$ cat config.mk
export PLATFORM = sky130hd
export DESIGN_NAME = coco_keyboard
export DESIGN_NICKNAME = d
export VERILOG_FILES = /design/src/rtl/coco_kbd_pkg.sv /design/src/rtl/coco_keyboard.sv /design/src/rtl/matrix_scan.sv /design/src/rtl/fn_key_tracker.sv /design/src/rtl/key_matrix.sv /design/src/rtl/kbd_scancode_map.sv /design/src/rtl/kbd_event_capture.sv
export SDC_FILE = /design/constraint.sdc
export NUM_CORES = 1
export LEC_CHECK = 0
export BUFFER_PORTS_ARGS = -buffer_cell sky130_fd_sc_hd__buf_4
export CAP_MARGIN = 15
export CELL_PAD_IN_SITES_DETAIL_PLACEMENT = 0
export CELL_PAD_IN_SITES_GLOBAL_PLACEMENT = 1
export CORE_UTILIZATION = 47
export CTS_BUF_LIST = sky130_fd_sc_hd__clkbuf_4 sky130_fd_sc_hd__clkbuf_8 sky130_fd_sc_hd__clkbuf_16
export CTS_CLUSTER_SIZE = 10
export DETAILED_ROUTE_END_ITERATION = 7
export PLACE_DENSITY = 0.79
export SETUP_SLACK_MARGIN = 0.02
export SLEW_MARGIN = 25
export SYNTH_ARGS = -nofsm -noshare
export SYNTH_HDL_FRONTEND = slang
export SYNTH_SLANG_ARGS = --single-unit
$ cat constraint.sdc
create_clock -name clk_sys -period 3.4 [get_ports clk_sys]
set_input_delay 0.34 -clock clk_sys [delete_from_list [all_inputs] [get_ports clk_sys]]
set_output_delay 0.34 -clock clk_sys [all_outputs]
set_load 0.1 [all_outputs]
$ cat src/rtl/coco_kbd_pkg.sv
`default_nettype none

package coco_kbd_pkg;

	typedef logic [7:0]  scan_code_t;   // PS/2 set 2 code
	typedef logic [7:0]  matrix_row_t;  // Active low, one bit per column
	typedef logic [2:0]  row_idx_t;     // Matrix row number
	typedef logic [2:0]  col_idx_t;     // Matrix column number
	typedef logic [10:0] fn_keys_t;     // Bit 0 is F1
	typedef logic [2:0]  modif_t;       // Rshift, alt, ctrl

	////////////////////
	// Matrix geometry
	localparam int          NUM_ROWS     = 7;
	localparam row_idx_t    SHIFT_ROW    = 3'd6;
	localparam col_idx_t    SHIFT_COL    = 3'd7;
	localparam matrix_row_t ROW_RELEASED = 8'hFF;  // No key down

	////////////////////
	// Scancodes shared between the map and the tracker
	localparam scan_code_t SC_LSHIFT  = 8'h12;
	localparam scan_code_t SC_RSHIFT  = 8'h59;
	localparam scan_code_t SC_ALT     = 8'h11;
	localparam scan_code_t SC_CTRL    = 8'h14;
	localparam scan_code_t SC_F1      = 8'h05;
	localparam scan_code_t SC_F2      = 8'h06;
	localparam scan_code_t SC_F3      = 8'h04;
	localparam scan_code_t SC_F4      = 8'h0C;
	localparam scan_code_t SC_F5      = 8'h03;
	localparam scan_code_t SC_F6      = 8'h0B;
	localparam scan_code_t SC_F7      = 8'h83;  // Odd one out in set 2
	localparam scan_code_t SC_F8      = 8'h0A;
	localparam scan_code_t SC_F9      = 8'h01;
	localparam scan_code_t SC_F10     = 8'h09;
	localparam scan_code_t SC_F11     = 8'h78;
	localparam scan_code_t SC_KP_STAR = 8'h7C;  // Shifted colon on the machine
	localparam scan_code_t SC_KP_PLUS = 8'h79;  // Shifted semicolon

endpackage

`default_nettype wire
$ cat src/rtl/coco_keyboard.sv
`timescale 1ns/1ps
`default_nettype none

module coco_keyboard (
	input  logic                      clk_sys,
	input  logic                      rst_n,
	input  logic [10:0]               ps2_key,  // Toggle-word event
	input  coco_kbd_pkg::matrix_row_t addr,
	input  logic                      dragon,  // Dragon row order
	input  logic                      joy1_fire,
	input  logic                      joy2_fire,
	input  logic                      joy_hilo,
	output coco_kbd_pkg::matrix_row_t kb_rows,
	output coco_kbd_pkg::fn_keys_t    fn_keys,
	output coco_kbd_pkg::modif_t      modif
);

	coco_kbd_pkg::scan_code_t code;
	logic                     pressed;
	logic                     strobe;
	coco_kbd_pkg::matrix_row_t [coco_kbd_pkg::NUM_ROWS-1:0] rows;

	kbd_event_capture u_capture (
		.clk_sys (clk_sys),
		.rst_n   (rst_n),
		.ps2_key (ps2_key),
		.code    (code),
		.pressed (pressed),
		.strobe  (strobe)
	);

	key_matrix u_matrix (
		.clk_sys (clk_sys),
		.rst_n   (rst_n),
		.code    (code),
		.pressed (pressed),
		.strobe  (strobe),
		.rows    (rows)
	);

	fn_key_tracker u_fn (
		.clk_sys (clk_sys),
		.rst_n   (rst_n),
		.code    (code),
		.pressed (pressed),
		.strobe  (strobe),
		.fn_keys (fn_keys),
		.modif   (modif)
	);

	matrix_scan u_scan (
		.rows      (rows),
		.addr      (addr),
		.dragon    (dragon),
		.joy1_fire (joy1_fire),
		.joy2_fire (joy2_fire),
		.joy_hilo  (joy_hilo),
		.kb_rows   (kb_rows)
	);

endmodule

`default_nettype wire

$ cat src/rtl/matrix_scan.sv
`timescale 1ns/1ps
`default_nettype none

module matrix_scan (
	input  coco_kbd_pkg::matrix_row_t [coco_kbd_pkg::NUM_ROWS-1:0] rows,
	input  coco_kbd_pkg::matrix_row_t addr,  // Active low column selects
	input  logic                      dragon,
	input  logic                      joy1_fire,
	input  logic                      joy2_fire,
	input  logic                      joy_hilo,  // Joystick comparator
	output coco_kbd_pkg::matrix_row_t kb_rows
);

	coco_kbd_pkg::matrix_row_t [coco_kbd_pkg::NUM_ROWS-1:0] src_rows;  // Reordered
	logic [coco_kbd_pkg::NUM_ROWS-1:0] row_hit;

	////////////////////
	// Row order per machine
	always_comb begin
		src_rows = rows;  // CoCo order and the shared control row
		if (dragon) begin
			src_rows[0] = rows[4];  // Digits sit low on the Dragon
			src_rows[1] = rows[5];
			src_rows[2] = rows[0];  // Letters shift up by two
			src_rows[3] = rows[1];
			src_rows[4] = rows[2];
			src_rows[5] = rows[3];
		end
	end

	////////////////////
	// Column select and merge
	always_comb begin
		for (int r = 0; r < coco_kbd_pkg::NUM_ROWS; r++) begin
			row_hit[r] = |(~src_rows[r] & ~addr);  // Held key in a selected column
		end
	end

	assign kb_rows[0] = ~row_hit[0] & ~joy2_fire;
	assign kb_rows[1] = ~row_hit[1] & ~joy1_fire;
	assign kb_rows[6:2] = ~row_hit[6:2];
	assign kb_rows[7] = joy_hilo;  // Comparator passes straight through

endmodule

`default_nettype wire

$ cat src/rtl/fn_key_tracker.sv
`timescale 1ns/1ps
`default_nettype none

module fn_key_tracker (
	input  logic                     clk_sys,
	input  logic                     rst_n,
	input  coco_kbd_pkg::scan_code_t code,
	input  logic                     pressed,
	input  logic                     strobe,
	output coco_kbd_pkg::fn_keys_t   fn_keys,  // Active high levels
	output coco_kbd_pkg::modif_t     modif
);

	always_ff @(posedge clk_sys or negedge rst_n) begin
		if (!rst_n) begin
			fn_keys <= '0;
			modif   <= '0;
		end else if (strobe) begin
			case (code)
				////////////////////
				// Modifiers
				coco_kbd_pkg::SC_RSHIFT: modif[0] <= pressed;  // Matrix sees it too
				coco_kbd_pkg::SC_ALT:    modif[1] <= pressed;
				coco_kbd_pkg::SC_CTRL:   modif[2] <= pressed;
				////////////////////
				// Function keys
				coco_kbd_pkg::SC_F1:  fn_keys[0]  <= pressed;
				coco_kbd_pkg::SC_F2:  fn_keys[1]  <= pressed;
				coco_kbd_pkg::SC_F3:  fn_keys[2]  <= pressed;
				coco_kbd_pkg::SC_F4:  fn_keys[3]  <= pressed;
				coco_kbd_pkg::SC_F5:  fn_keys[4]  <= pressed;
				coco_kbd_pkg::SC_F6:  fn_keys[5]  <= pressed;
				coco_kbd_pkg::SC_F7:  fn_keys[6]  <= pressed;
				coco_kbd_pkg::SC_F8:  fn_keys[7]  <= pressed;
				coco_kbd_pkg::SC_F9:  fn_keys[8]  <= pressed;
				coco_kbd_pkg::SC_F10: fn_keys[9]  <= pressed;
				coco_kbd_pkg::SC_F11: fn_keys[10] <= pressed;
				default: ;  // Everything else is matrix only
			endcase
		end
	end

endmodule

`default_nettype wire

$ cat src/rtl/key_matrix.sv
`timescale 1ns/1ps
`default_nettype none

module key_matrix (
	input  logic                     clk_sys,
	input  logic                     rst_n,
	input  coco_kbd_pkg::scan_code_t code,
	input  logic                     pressed,
	input  logic                     strobe,
	output coco_kbd_pkg::matrix_row_t [coco_kbd_pkg::NUM_ROWS-1:0] rows  // Active low
);

	logic                   hit;
	coco_kbd_pkg::row_idx_t row;
	coco_kbd_pkg::col_idx_t col;
	logic                   force_shift;

	kbd_scancode_map u_map (
		.code        (code),
		.hit         (hit),
		.row         (row),
		.col         (col),
		.force_shift (force_shift)
	);

	always_ff @(posedge clk_sys or negedge rst_n) begin
		if (!rst_n) begin
			rows <= {coco_kbd_pkg::NUM_ROWS{coco_kbd_pkg::ROW_RELEASED}};  // All up
		end else if (strobe && hit) begin
			rows[row][col] <= ~pressed;  // Low while held
			if (force_shift) begin
				// Shift follows the keypad symbol
				rows[coco_kbd_pkg::SHIFT_ROW][coco_kbd_pkg::SHIFT_COL] <= ~pressed;
			end
		end
	end

endmodule

`default_nettype wire

$ cat src/rtl/kbd_scancode_map.sv
`timescale 1ns/1ps
`default_nettype none

module kbd_scancode_map (
	input  coco_kbd_pkg::scan_code_t code,
	output logic                     hit,
	output coco_kbd_pkg::row_idx_t   row,
	output coco_kbd_pkg::col_idx_t   col,
	output logic                     force_shift
);

	logic [6:0] pos;  // {hit, row, col}

	always_comb begin
		case (code)
			////////////////////
			// Letters and @
			8'h54: pos = {1'b1, 3'd0, 3'd0};  // @
			8'h1C: pos = {1'b1, 3'd0, 3'd1};  // A
			8'h32: pos = {1'b1, 3'd0, 3'd2};  // B
			8'h21: pos = {1'b1, 3'd0, 3'd3};  // C
			8'h23: pos = {1'b1, 3'd0, 3'd4};  // D
			8'h24: pos = {1'b1, 3'd0, 3'd5};  // E
			8'h2B: pos = {1'b1, 3'd0, 3'd6};  // F
			8'h34: pos = {1'b1, 3'd0, 3'd7};  // G
			8'h33: pos = {1'b1, 3'd1, 3'd0};  // H
			8'h43: pos = {1'b1, 3'd1, 3'd1};  // I
			8'h3B: pos = {1'b1, 3'd1, 3'd2};  // J
			8'h42: pos = {1'b1, 3'd1, 3'd3};  // K
			8'h4B: pos = {1'b1, 3'd1, 3'd4};  // L
			8'h3A: pos = {1'b1, 3'd1, 3'd5};  // M
			8'h31: pos = {1'b1, 3'd1, 3'd6};  // N
			8'h44: pos = {1'b1, 3'd1, 3'd7};  // O
			8'h4D: pos = {1'b1, 3'd2, 3'd0};  // P
			8'h15: pos = {1'b1, 3'd2, 3'd1};  // Q
			8'h2D: pos = {1'b1, 3'd2, 3'd2};  // R
			8'h1B: pos = {1'b1, 3'd2, 3'd3};  // S
			8'h2C: pos = {1'b1, 3'd2, 3'd4};  // T
			8'h3C: pos = {1'b1, 3'd2, 3'd5};  // U
			8'h2A: pos = {1'b1, 3'd2, 3'd6};  // V
			8'h1D: pos = {1'b1, 3'd2, 3'd7};  // W
			8'h22: pos = {1'b1, 3'd3, 3'd0};  // X
			8'h35: pos = {1'b1, 3'd3, 3'd1};  // Y
			8'h1A: pos = {1'b1, 3'd3, 3'd2};  // Z
			////////////////////
			// Cursor keys and space share row 3
			8'h75: pos = {1'b1, 3'd3, 3'd3};  // Up
			8'h72: pos = {1'b1, 3'd3, 3'd4};  // Down
			8'h6B: pos = {1'b1, 3'd3, 3'd5};  // Left
			8'h66: pos = {1'b1, 3'd3, 3'd5};  // Backspace acts as left
			8'h74: pos = {1'b1, 3'd3, 3'd6};  // Right
			8'h29: pos = {1'b1, 3'd3, 3'd7};  // Space
			////////////////////
			// Digits and punctuation
			8'h45: pos = {1'b1, 3'd4, 3'd0};  // 0
			8'h16: pos = {1'b1, 3'd4, 3'd1};  // 1
			8'h1E: pos = {1'b1, 3'd4, 3'd2};  // 2
			8'h26: pos = {1'b1, 3'd4, 3'd3};  // 3
			8'h25: pos = {1'b1, 3'd4, 3'd4};  // 4
			8'h2E: pos = {1'b1, 3'd4, 3'd5};  // 5
			8'h36: pos = {1'b1, 3'd4, 3'd6};  // 6
			8'h3D: pos = {1'b1, 3'd4, 3'd7};  // 7
			8'h3E: pos = {1'b1, 3'd5, 3'd0};  // 8
			8'h46: pos = {1'b1, 3'd5, 3'd1};  // 9
			8'h4E: pos = {1'b1, 3'd5, 3'd2};  // PC minus gives colon
			8'h4C: pos = {1'b1, 3'd5, 3'd3};  // Semicolon
			8'h41: pos = {1'b1, 3'd5, 3'd4};  // Comma
			8'h55: pos = {1'b1, 3'd5, 3'd5};  // PC equals gives minus
			8'h49: pos = {1'b1, 3'd5, 3'd6};  // Period
			8'h4A: pos = {1'b1, 3'd5, 3'd7};  // Slash
			////////////////////
			// Control row
			8'h5A: pos = {1'b1, 3'd6, 3'd0};  // Enter
			8'h0D: pos = {1'b1, 3'd6, 3'd1};  // Tab as clear
			8'h76: pos = {1'b1, 3'd6, 3'd2};  // Escape as break
			coco_kbd_pkg::SC_LSHIFT: pos = {1'b1, coco_kbd_pkg::SHIFT_ROW, coco_kbd_pkg::SHIFT_COL};
			coco_kbd_pkg::SC_RSHIFT: pos = {1'b1, coco_kbd_pkg::SHIFT_ROW, coco_kbd_pkg::SHIFT_COL};
			// Keypad
			8'h7B: pos = {1'b1, 3'd5, 3'd5};  // Keypad minus
			8'h6C: pos = {1'b1, 3'd6, 3'd1};  // Keypad 7 as clear
			coco_kbd_pkg::SC_KP_STAR: pos = {1'b1, 3'd5, 3'd2};  // Colon plus shift
			coco_kbd_pkg::SC_KP_PLUS: pos = {1'b1, 3'd5, 3'd3};  // Semicolon plus shift
			default: pos = 7'd0;  // Unmapped, 0x52 among them
		endcase
	end

	assign hit = pos[6];
	assign row = pos[5:3];
	assign col = pos[2:0];

	// Keypad symbols live on shifted keys
	assign force_shift = (code == coco_kbd_pkg::SC_KP_STAR) ||
	                     (code == coco_kbd_pkg::SC_KP_PLUS);

endmodule

`default_nettype wire

$ cat src/rtl/kbd_event_capture.sv
`timescale 1ns/1ps
`default_nettype none

module kbd_event_capture (
	input  logic                     clk_sys,
	input  logic                     rst_n,
	input  logic [10:0]              ps2_key,  // Toggle, pressed, ext, code
	output coco_kbd_pkg::scan_code_t code,
	output logic                     pressed,
	output logic                     strobe
);

	logic toggle_q;  // Last seen toggle bit
	logic new_event;

	assign new_event = ps2_key[10] ^ toggle_q;  // Flip means a fresh event

	// Control state
	always_ff @(posedge clk_sys or negedge rst_n) begin
		if (!rst_n) begin
			toggle_q <= 1'b0;
			strobe   <= 1'b0;
		end else begin
			toggle_q <= ps2_key[10];
			strobe   <= new_event;  // One cycle per flip
		end
	end

	// Event payload, bit 8 (extended) dropped
	always_ff @(posedge clk_sys) begin
		if (new_event) begin
			code    <= ps2_key[7:0];
			pressed <= ps2_key[9];
		end
	end

endmodule

`default_nettype wire

# Word-level counts from Yosys, hierarchy flattened
# Memory sizes are Yosys's and may differ from the RTL's. A register that Yosys moved wholly into a read port is not among the register bits.
# Cells that the tools add are included.
# classes
order_cmp,4
n_eq_ne,16
n_mux,9
bitwise,24
n_reduce_logical,25
# op_table
cell,count
inverter 8 bit,8
bitwise AND 8 bit,7
bitwise mux 56 bit,1
OR reduction 8 bit,7
two-way mux 48 bit,1
== test 8 x 4 -> 1 bit (second input constant),4
== test 8 x 7 -> 1 bit (second input constant),4
AND reduction 2 bit,14
demux 8 bit (select 3 bit),1
== test 8 x 3 -> 1 bit (second input constant),3
== test 8 x 5 -> 1 bit (second input constant),2
two-way mux 7 bit,2
== test 8 x 1 -> 1 bit (second input constant),1
== test 8 x 2 -> 1 bit (second input constant),1
== test 8 bit (second input constant),1
less-than comparator 3 x 4 -> 1 bit (second input constant),2
two-way mux 8 bit,1
greater-or-equal comparator 3 x 1 -> 1 bit (second input constant),2
inverter 1 bit,5
inverter 5 bit,1
demux 1 bit (select 3 bit),1
logical AND 1 bit,3
bitwise AND 1 bit,2
two-way mux 1 bit,2
2 further kinds,2
# word_totals
register_bits,81
mem_bits_ro,896
inputBits,25
output_inout_bits,22
word_cells,104
mem_count,1
# memory_table
memory,depth,width,rd,rd_clocked_by_memory_dff,write_ports,line,source
(name not given),128,7,1,1,0,kbd_scancode_map.sv:15,case (code)

# Depth between registers and ports, before layout
# logic_depth
depth_word,9
ltp_mapped,13
depth_no_buf,10

# By module
# A second synthesis with hierarchy kept.
# unflattened
cells_unflattened,550
hier_area_um2,5706.7
# modules_own_cells
module,instances,cells_per_inst,area_each_um2,seq_area_each_um2
key_matrix,1,227,2638.8,1471.4
kbd_scancode_map,1,163,1194.9,0.0
matrix_scan,1,94,829.5,0.0
fn_key_tracker,1,54,714.4,350.3
kbd_event_capture,1,12,329.1,320.3

# Least setup slack after synthesis
# OpenSTA, ideal clock, no wires.
# synth_path
path_kind,input to output
start,input dragon
end,output kb_rows[4]
t_arrival_ns,4.179
required_ns,3.060
path_slack_ns,-1.119
cell_stages,5
n_path_buf,2
path_cell_list,clkbuf_1 -> buf_1 -> mux2_2 -> o22ai_1 -> nor4_1
# synth_between
elab_chain_len,5
# synth_rtl
element,line,source
from (decl),coco_keyboard.sv:9,"input logic dragon,"
two-way mux 48 bit,matrix_scan.sv:21,if (dragon) begin
inverter 8 bit,matrix_scan.sv:35,row_hit[r] = |(~src_rows[r] & ~addr);
bitwise AND 8 bit,matrix_scan.sv:35,
OR reduction 8 bit,matrix_scan.sv:35,
inverter 5 bit,matrix_scan.sv:41,assign kb_rows[6:2] = ~row_hit[6:2];
to (decl),coco_keyboard.sv:13,"output coco_kbd_pkg::matrix_row_t kb_rows,"
# Every way passes these cells.

==> flow_metrics.env <==
export IMPL_p_leak_nw=2.655
export IMPL_core_area_um2=13240
export IMPL_dpl_instance_area_um2=6803
export IMPL_tritoncts="done"
export IMPL_dpl_hpwl_mm=13.78
export IMPL_ys_seq_area_frac=0.3574
export IMPL_netlist_instances=704
export IMPL_dr_pass1_iters=5
export IMPL_num_rows=42
export IMPL_synthMuxAreaShare=0.1612
export IMPL_critPathMaxFanout=12
export IMPL_synth_area_top_cells="dfstp_2 (23%), mux2_2 (11%), dfrtp_1 (6.3%)"
export IMPL_seq_area_um2=2282
export IMPL_diodes=0
export IMPL_nFillCells=1253
export IMPL_report_final_slew_viol_count=0
export IMPL_path_clk_slew_ns=0.07
export IMPL_cp_top_family="multiplexers"
export IMPL_wirelength_mm=19.65
export IMPL_ys_seq_elements=88
export IMPL_setup_viol=0
export IMPL_holdWs_ns=0.1301
export IMPL_crit_path_end_kind="register"
export IMPL_synth_edff_count=9
export IMPL_start_util=0.4822
export IMPL_clk_latency_ns=0.35
export IMPL_drtIter0Drc=642
export IMPL_post_place_cells=872
export IMPL_yosys_area_share_adder=0.01176
export IMPL_p_total_w=0.003677
export IMPL_cts_resized=0
export IMPL_first_global_vias=5750
export IMPL_clock_fmax_mhz=315.9
export IMPL_cts_sinks=88
export IMPL_htreeDepth=3
export IMPL_ir_drop_mv=0.2527
export IMPL_final_area_um2=7133
export IMPL_synth_area_um2=6386
export IMPL_synth_compound_area_frac=0.2206
export IMPL_status="completed"
export IMPL_drv_cap=0
export IMPL_postCtsSetupBuffers=0
export IMPL_final_cells=888
export IMPL_die_h_um=118.6
export IMPL_period_share=0.9311
export IMPL_drc_errors=0
export IMPL_area_growth_pct=11.70
export IMPL_vias_per_cell=6.510
export IMPL_grt_max_degree=73
export IMPL_vias=5781
export IMPL_synth_net_count=735
export IMPL_cts_buffers=9
export IMPL_path_buf_inv=2
export IMPL_yosys_area_share_simple=0.1861
export IMPL_tns_ns=0
export IMPL_synth_xor_area_frac=0.01117
export IMPL_critPathMaxStageDelay_ns=0.50
export IMPL_final_layout_size_suffix_gt1_frac=0.2949
export IMPL_critPathRequiredTime_ns=3.62
export IMPL_synthFlopType="dfstp_2"
export IMPL_drt_wirelength_per_cell_um=22.13
export IMPL_critPathLaunchType="register"
export IMPL_grtUsageTotal=0.2900
export IMPL_nets=738
export IMPL_cp_common_cell="mux2i_1"
export IMPL_yosys_area_top_type="dfstp_2"
export IMPL_grt_pass1_wl_mm=31.78
export IMPL_clockBufferDepth=2
export IMPL_worstPathCellList="xnor2_4, inv_4, mux2i_1, inv_1, ha_1, nor2b_1, mux2i_1, a211oi_1, a2111oi_2, a221oi_2"
export IMPL_grt_remaining_overflow=0
export IMPL_holdBufCountCts=0
export IMPL_hold_viol_final=0
export IMPL_fin_skew_ns=0.01072
export IMPL_slew_headroom=0.3664
export IMPL_ios=47
export IMPL_rsz0062_at_grt="false"
export IMPL_min_period_ns=3.166
export IMPL_cpMaxStageDelayCell="a2111oi_2"
export IMPL_synth_top_area_share=0.2304
export IMPL_crit_type="reg2reg"
export IMPL_dieWidth_um=118.6
export IMPL_worstMarginPinSlew_ns=0.9431
export IMPL_yosysUniqueCellTypes=70
export IMPL_power_density_nw_per_um2=515.5
export IMPL_multi_input_area_um2=3826
export IMPL_syn_avg_cell_area_um2=9.071
export IMPL_io_buffers=43
export IMPL_synth_top_family_by_area="compound AO/OA/AOI/OAI gates"
export IMPL_async_reset_ff_frac=0.8182
export IMPL_root_buffer="clkbuf_16"
export IMPL_dieArea_um2=14060
export IMPL_final_antenna_net_count=0
export IMPL_yosysWarnings=0
export IMPL_cp_data_arrival_time_ns=3.38
export IMPL_globalplace_congestion=0.9656
export IMPL_antenna_found_initial=0
export IMPL_min_delay_path_class="in2async"
==> kinds of logic (layout without fill, tap and decap cells) <==
kind of cell	Yosys count	after routing
AO/OA/AOI/OAI	215	215
XOR/XNOR	6	6
adder cells (fa/ha/maj)	6	6
buffers and inverters	76	84
flip-flops	88	88
multiplexers	93	93
AND/OR/NAND/NOR	220	220
==> per-stage QoR <==
stage	util	setup slack (ns)
5_1_grt	0.5386	0.05305
3_3_place_gp	0.5137	0.3292
6_report	0.5386	0.2343
4_1_cts	0.5380	0.3301
3_5_place_dp	0.5137	0.3133
2_1_floorplan	-	0.06204
==> report_power, final <==
part / total [W] / switching (W) / internal (W) / leakage [nW]
Clock: 0.00107 / 0.000449 / 0.000624 / 0.158
Sequential: 0.00149 / 0.000170 / 0.00132 / 0.943
Combinational: 0.00111 / 0.000684 / 0.000427 / 1.55
==> cells in the mapped netlist (all sizes together) (13+ instances only) <==
| cell | instances |
|---|---|
| clkbuf | 46 |
| nand3b | 13 |
| mux2i | 29 |
| a21oi | 40 |
| o31ai | 26 |
| nor2 | 43 |
| nand3 | 17 |
| dfrtp | 16 |
| nor2b | 29 |
| o22ai | 33 |
| buf | 22 |
| dfstp | 56 |
| a31oi | 24 |
| nor3 | 22 |
| nor4 | 16 |
| o21ai | 37 |
| nand2 | 33 |
| mux2 | 64 |
==> path summary, 6_finish.rpt <==
path | from | to | slack, ns | cells past startpoint
setup / recovery | u_capture.toggle_q | register | 0.23 | 10
hold / removal | rst_n | u_capture.strobe | 0.13 | 1
setup reg to reg | u_capture.toggle_q | register | 0.23 | 10
hold reg to reg | u_matrix.rows[52] | u_matrix.rows[52] | 0.50 | 2
max in group asynchronous | rst_n | u_capture.toggle_q | 2.70 | 1
min in group clk_sys | ps2_key[10] | u_capture.toggle_q | 0.14 | 1
==> registers in the layout (all words and copies together) (netlist names), named ones only <==
register,count
u_capture.strobe,1
u_fn.fn_keys,11
u_capture.pressed,1
u_capture.toggle_q,1
u_capture.code,8
u_matrix.rows,56
u_fn.modif,3
==> per-layer routing <==
| metal | track usage | wire (um) |
|---|---|---|
| met2 | 0.4781 | 9668 |
| met4 | 0.1456 | 680 |
| met3 | 0.04054 | 1035 |
| met5 | 0 | 0 |
| met1 | 0.3709 | 8270 |
==> area by class of cell <==
class,count,area share
clock buffer,10,0.03508
clock inverter,6,0.009998
inverter,8,0.004561
multi-input combinational,540,0.5364
sequential,88,0.3199
tap,176,0.03087
timing repair buffer,60,0.06315
==> cells in the final DEF (no fill, tap or decap), drive strengths merged, types with 10 or more instances in the layout <==
cell type / synthesis / routed
nor2b: 29 / 29
inv: 8 / 11
mux2: 64 / 64
a31oi: 24 / 24
o22ai: 33 / 33
dfstp: 56 / 56
clkbuf: 46 / 10
nor3: 22 / 22
dfrtp: 16 / 16
a21oi: 40 / 40
nand3b: 13 / 13
mux2i: 29 / 29
nor4: 16 / 16
nand3: 17 / 17
nand2: 33 / 33
o21ai: 37 / 37
buf: 22 / 60
nor2: 43 / 43
o31ai: 26 / 26
Power figures use the tool's default switching activity.
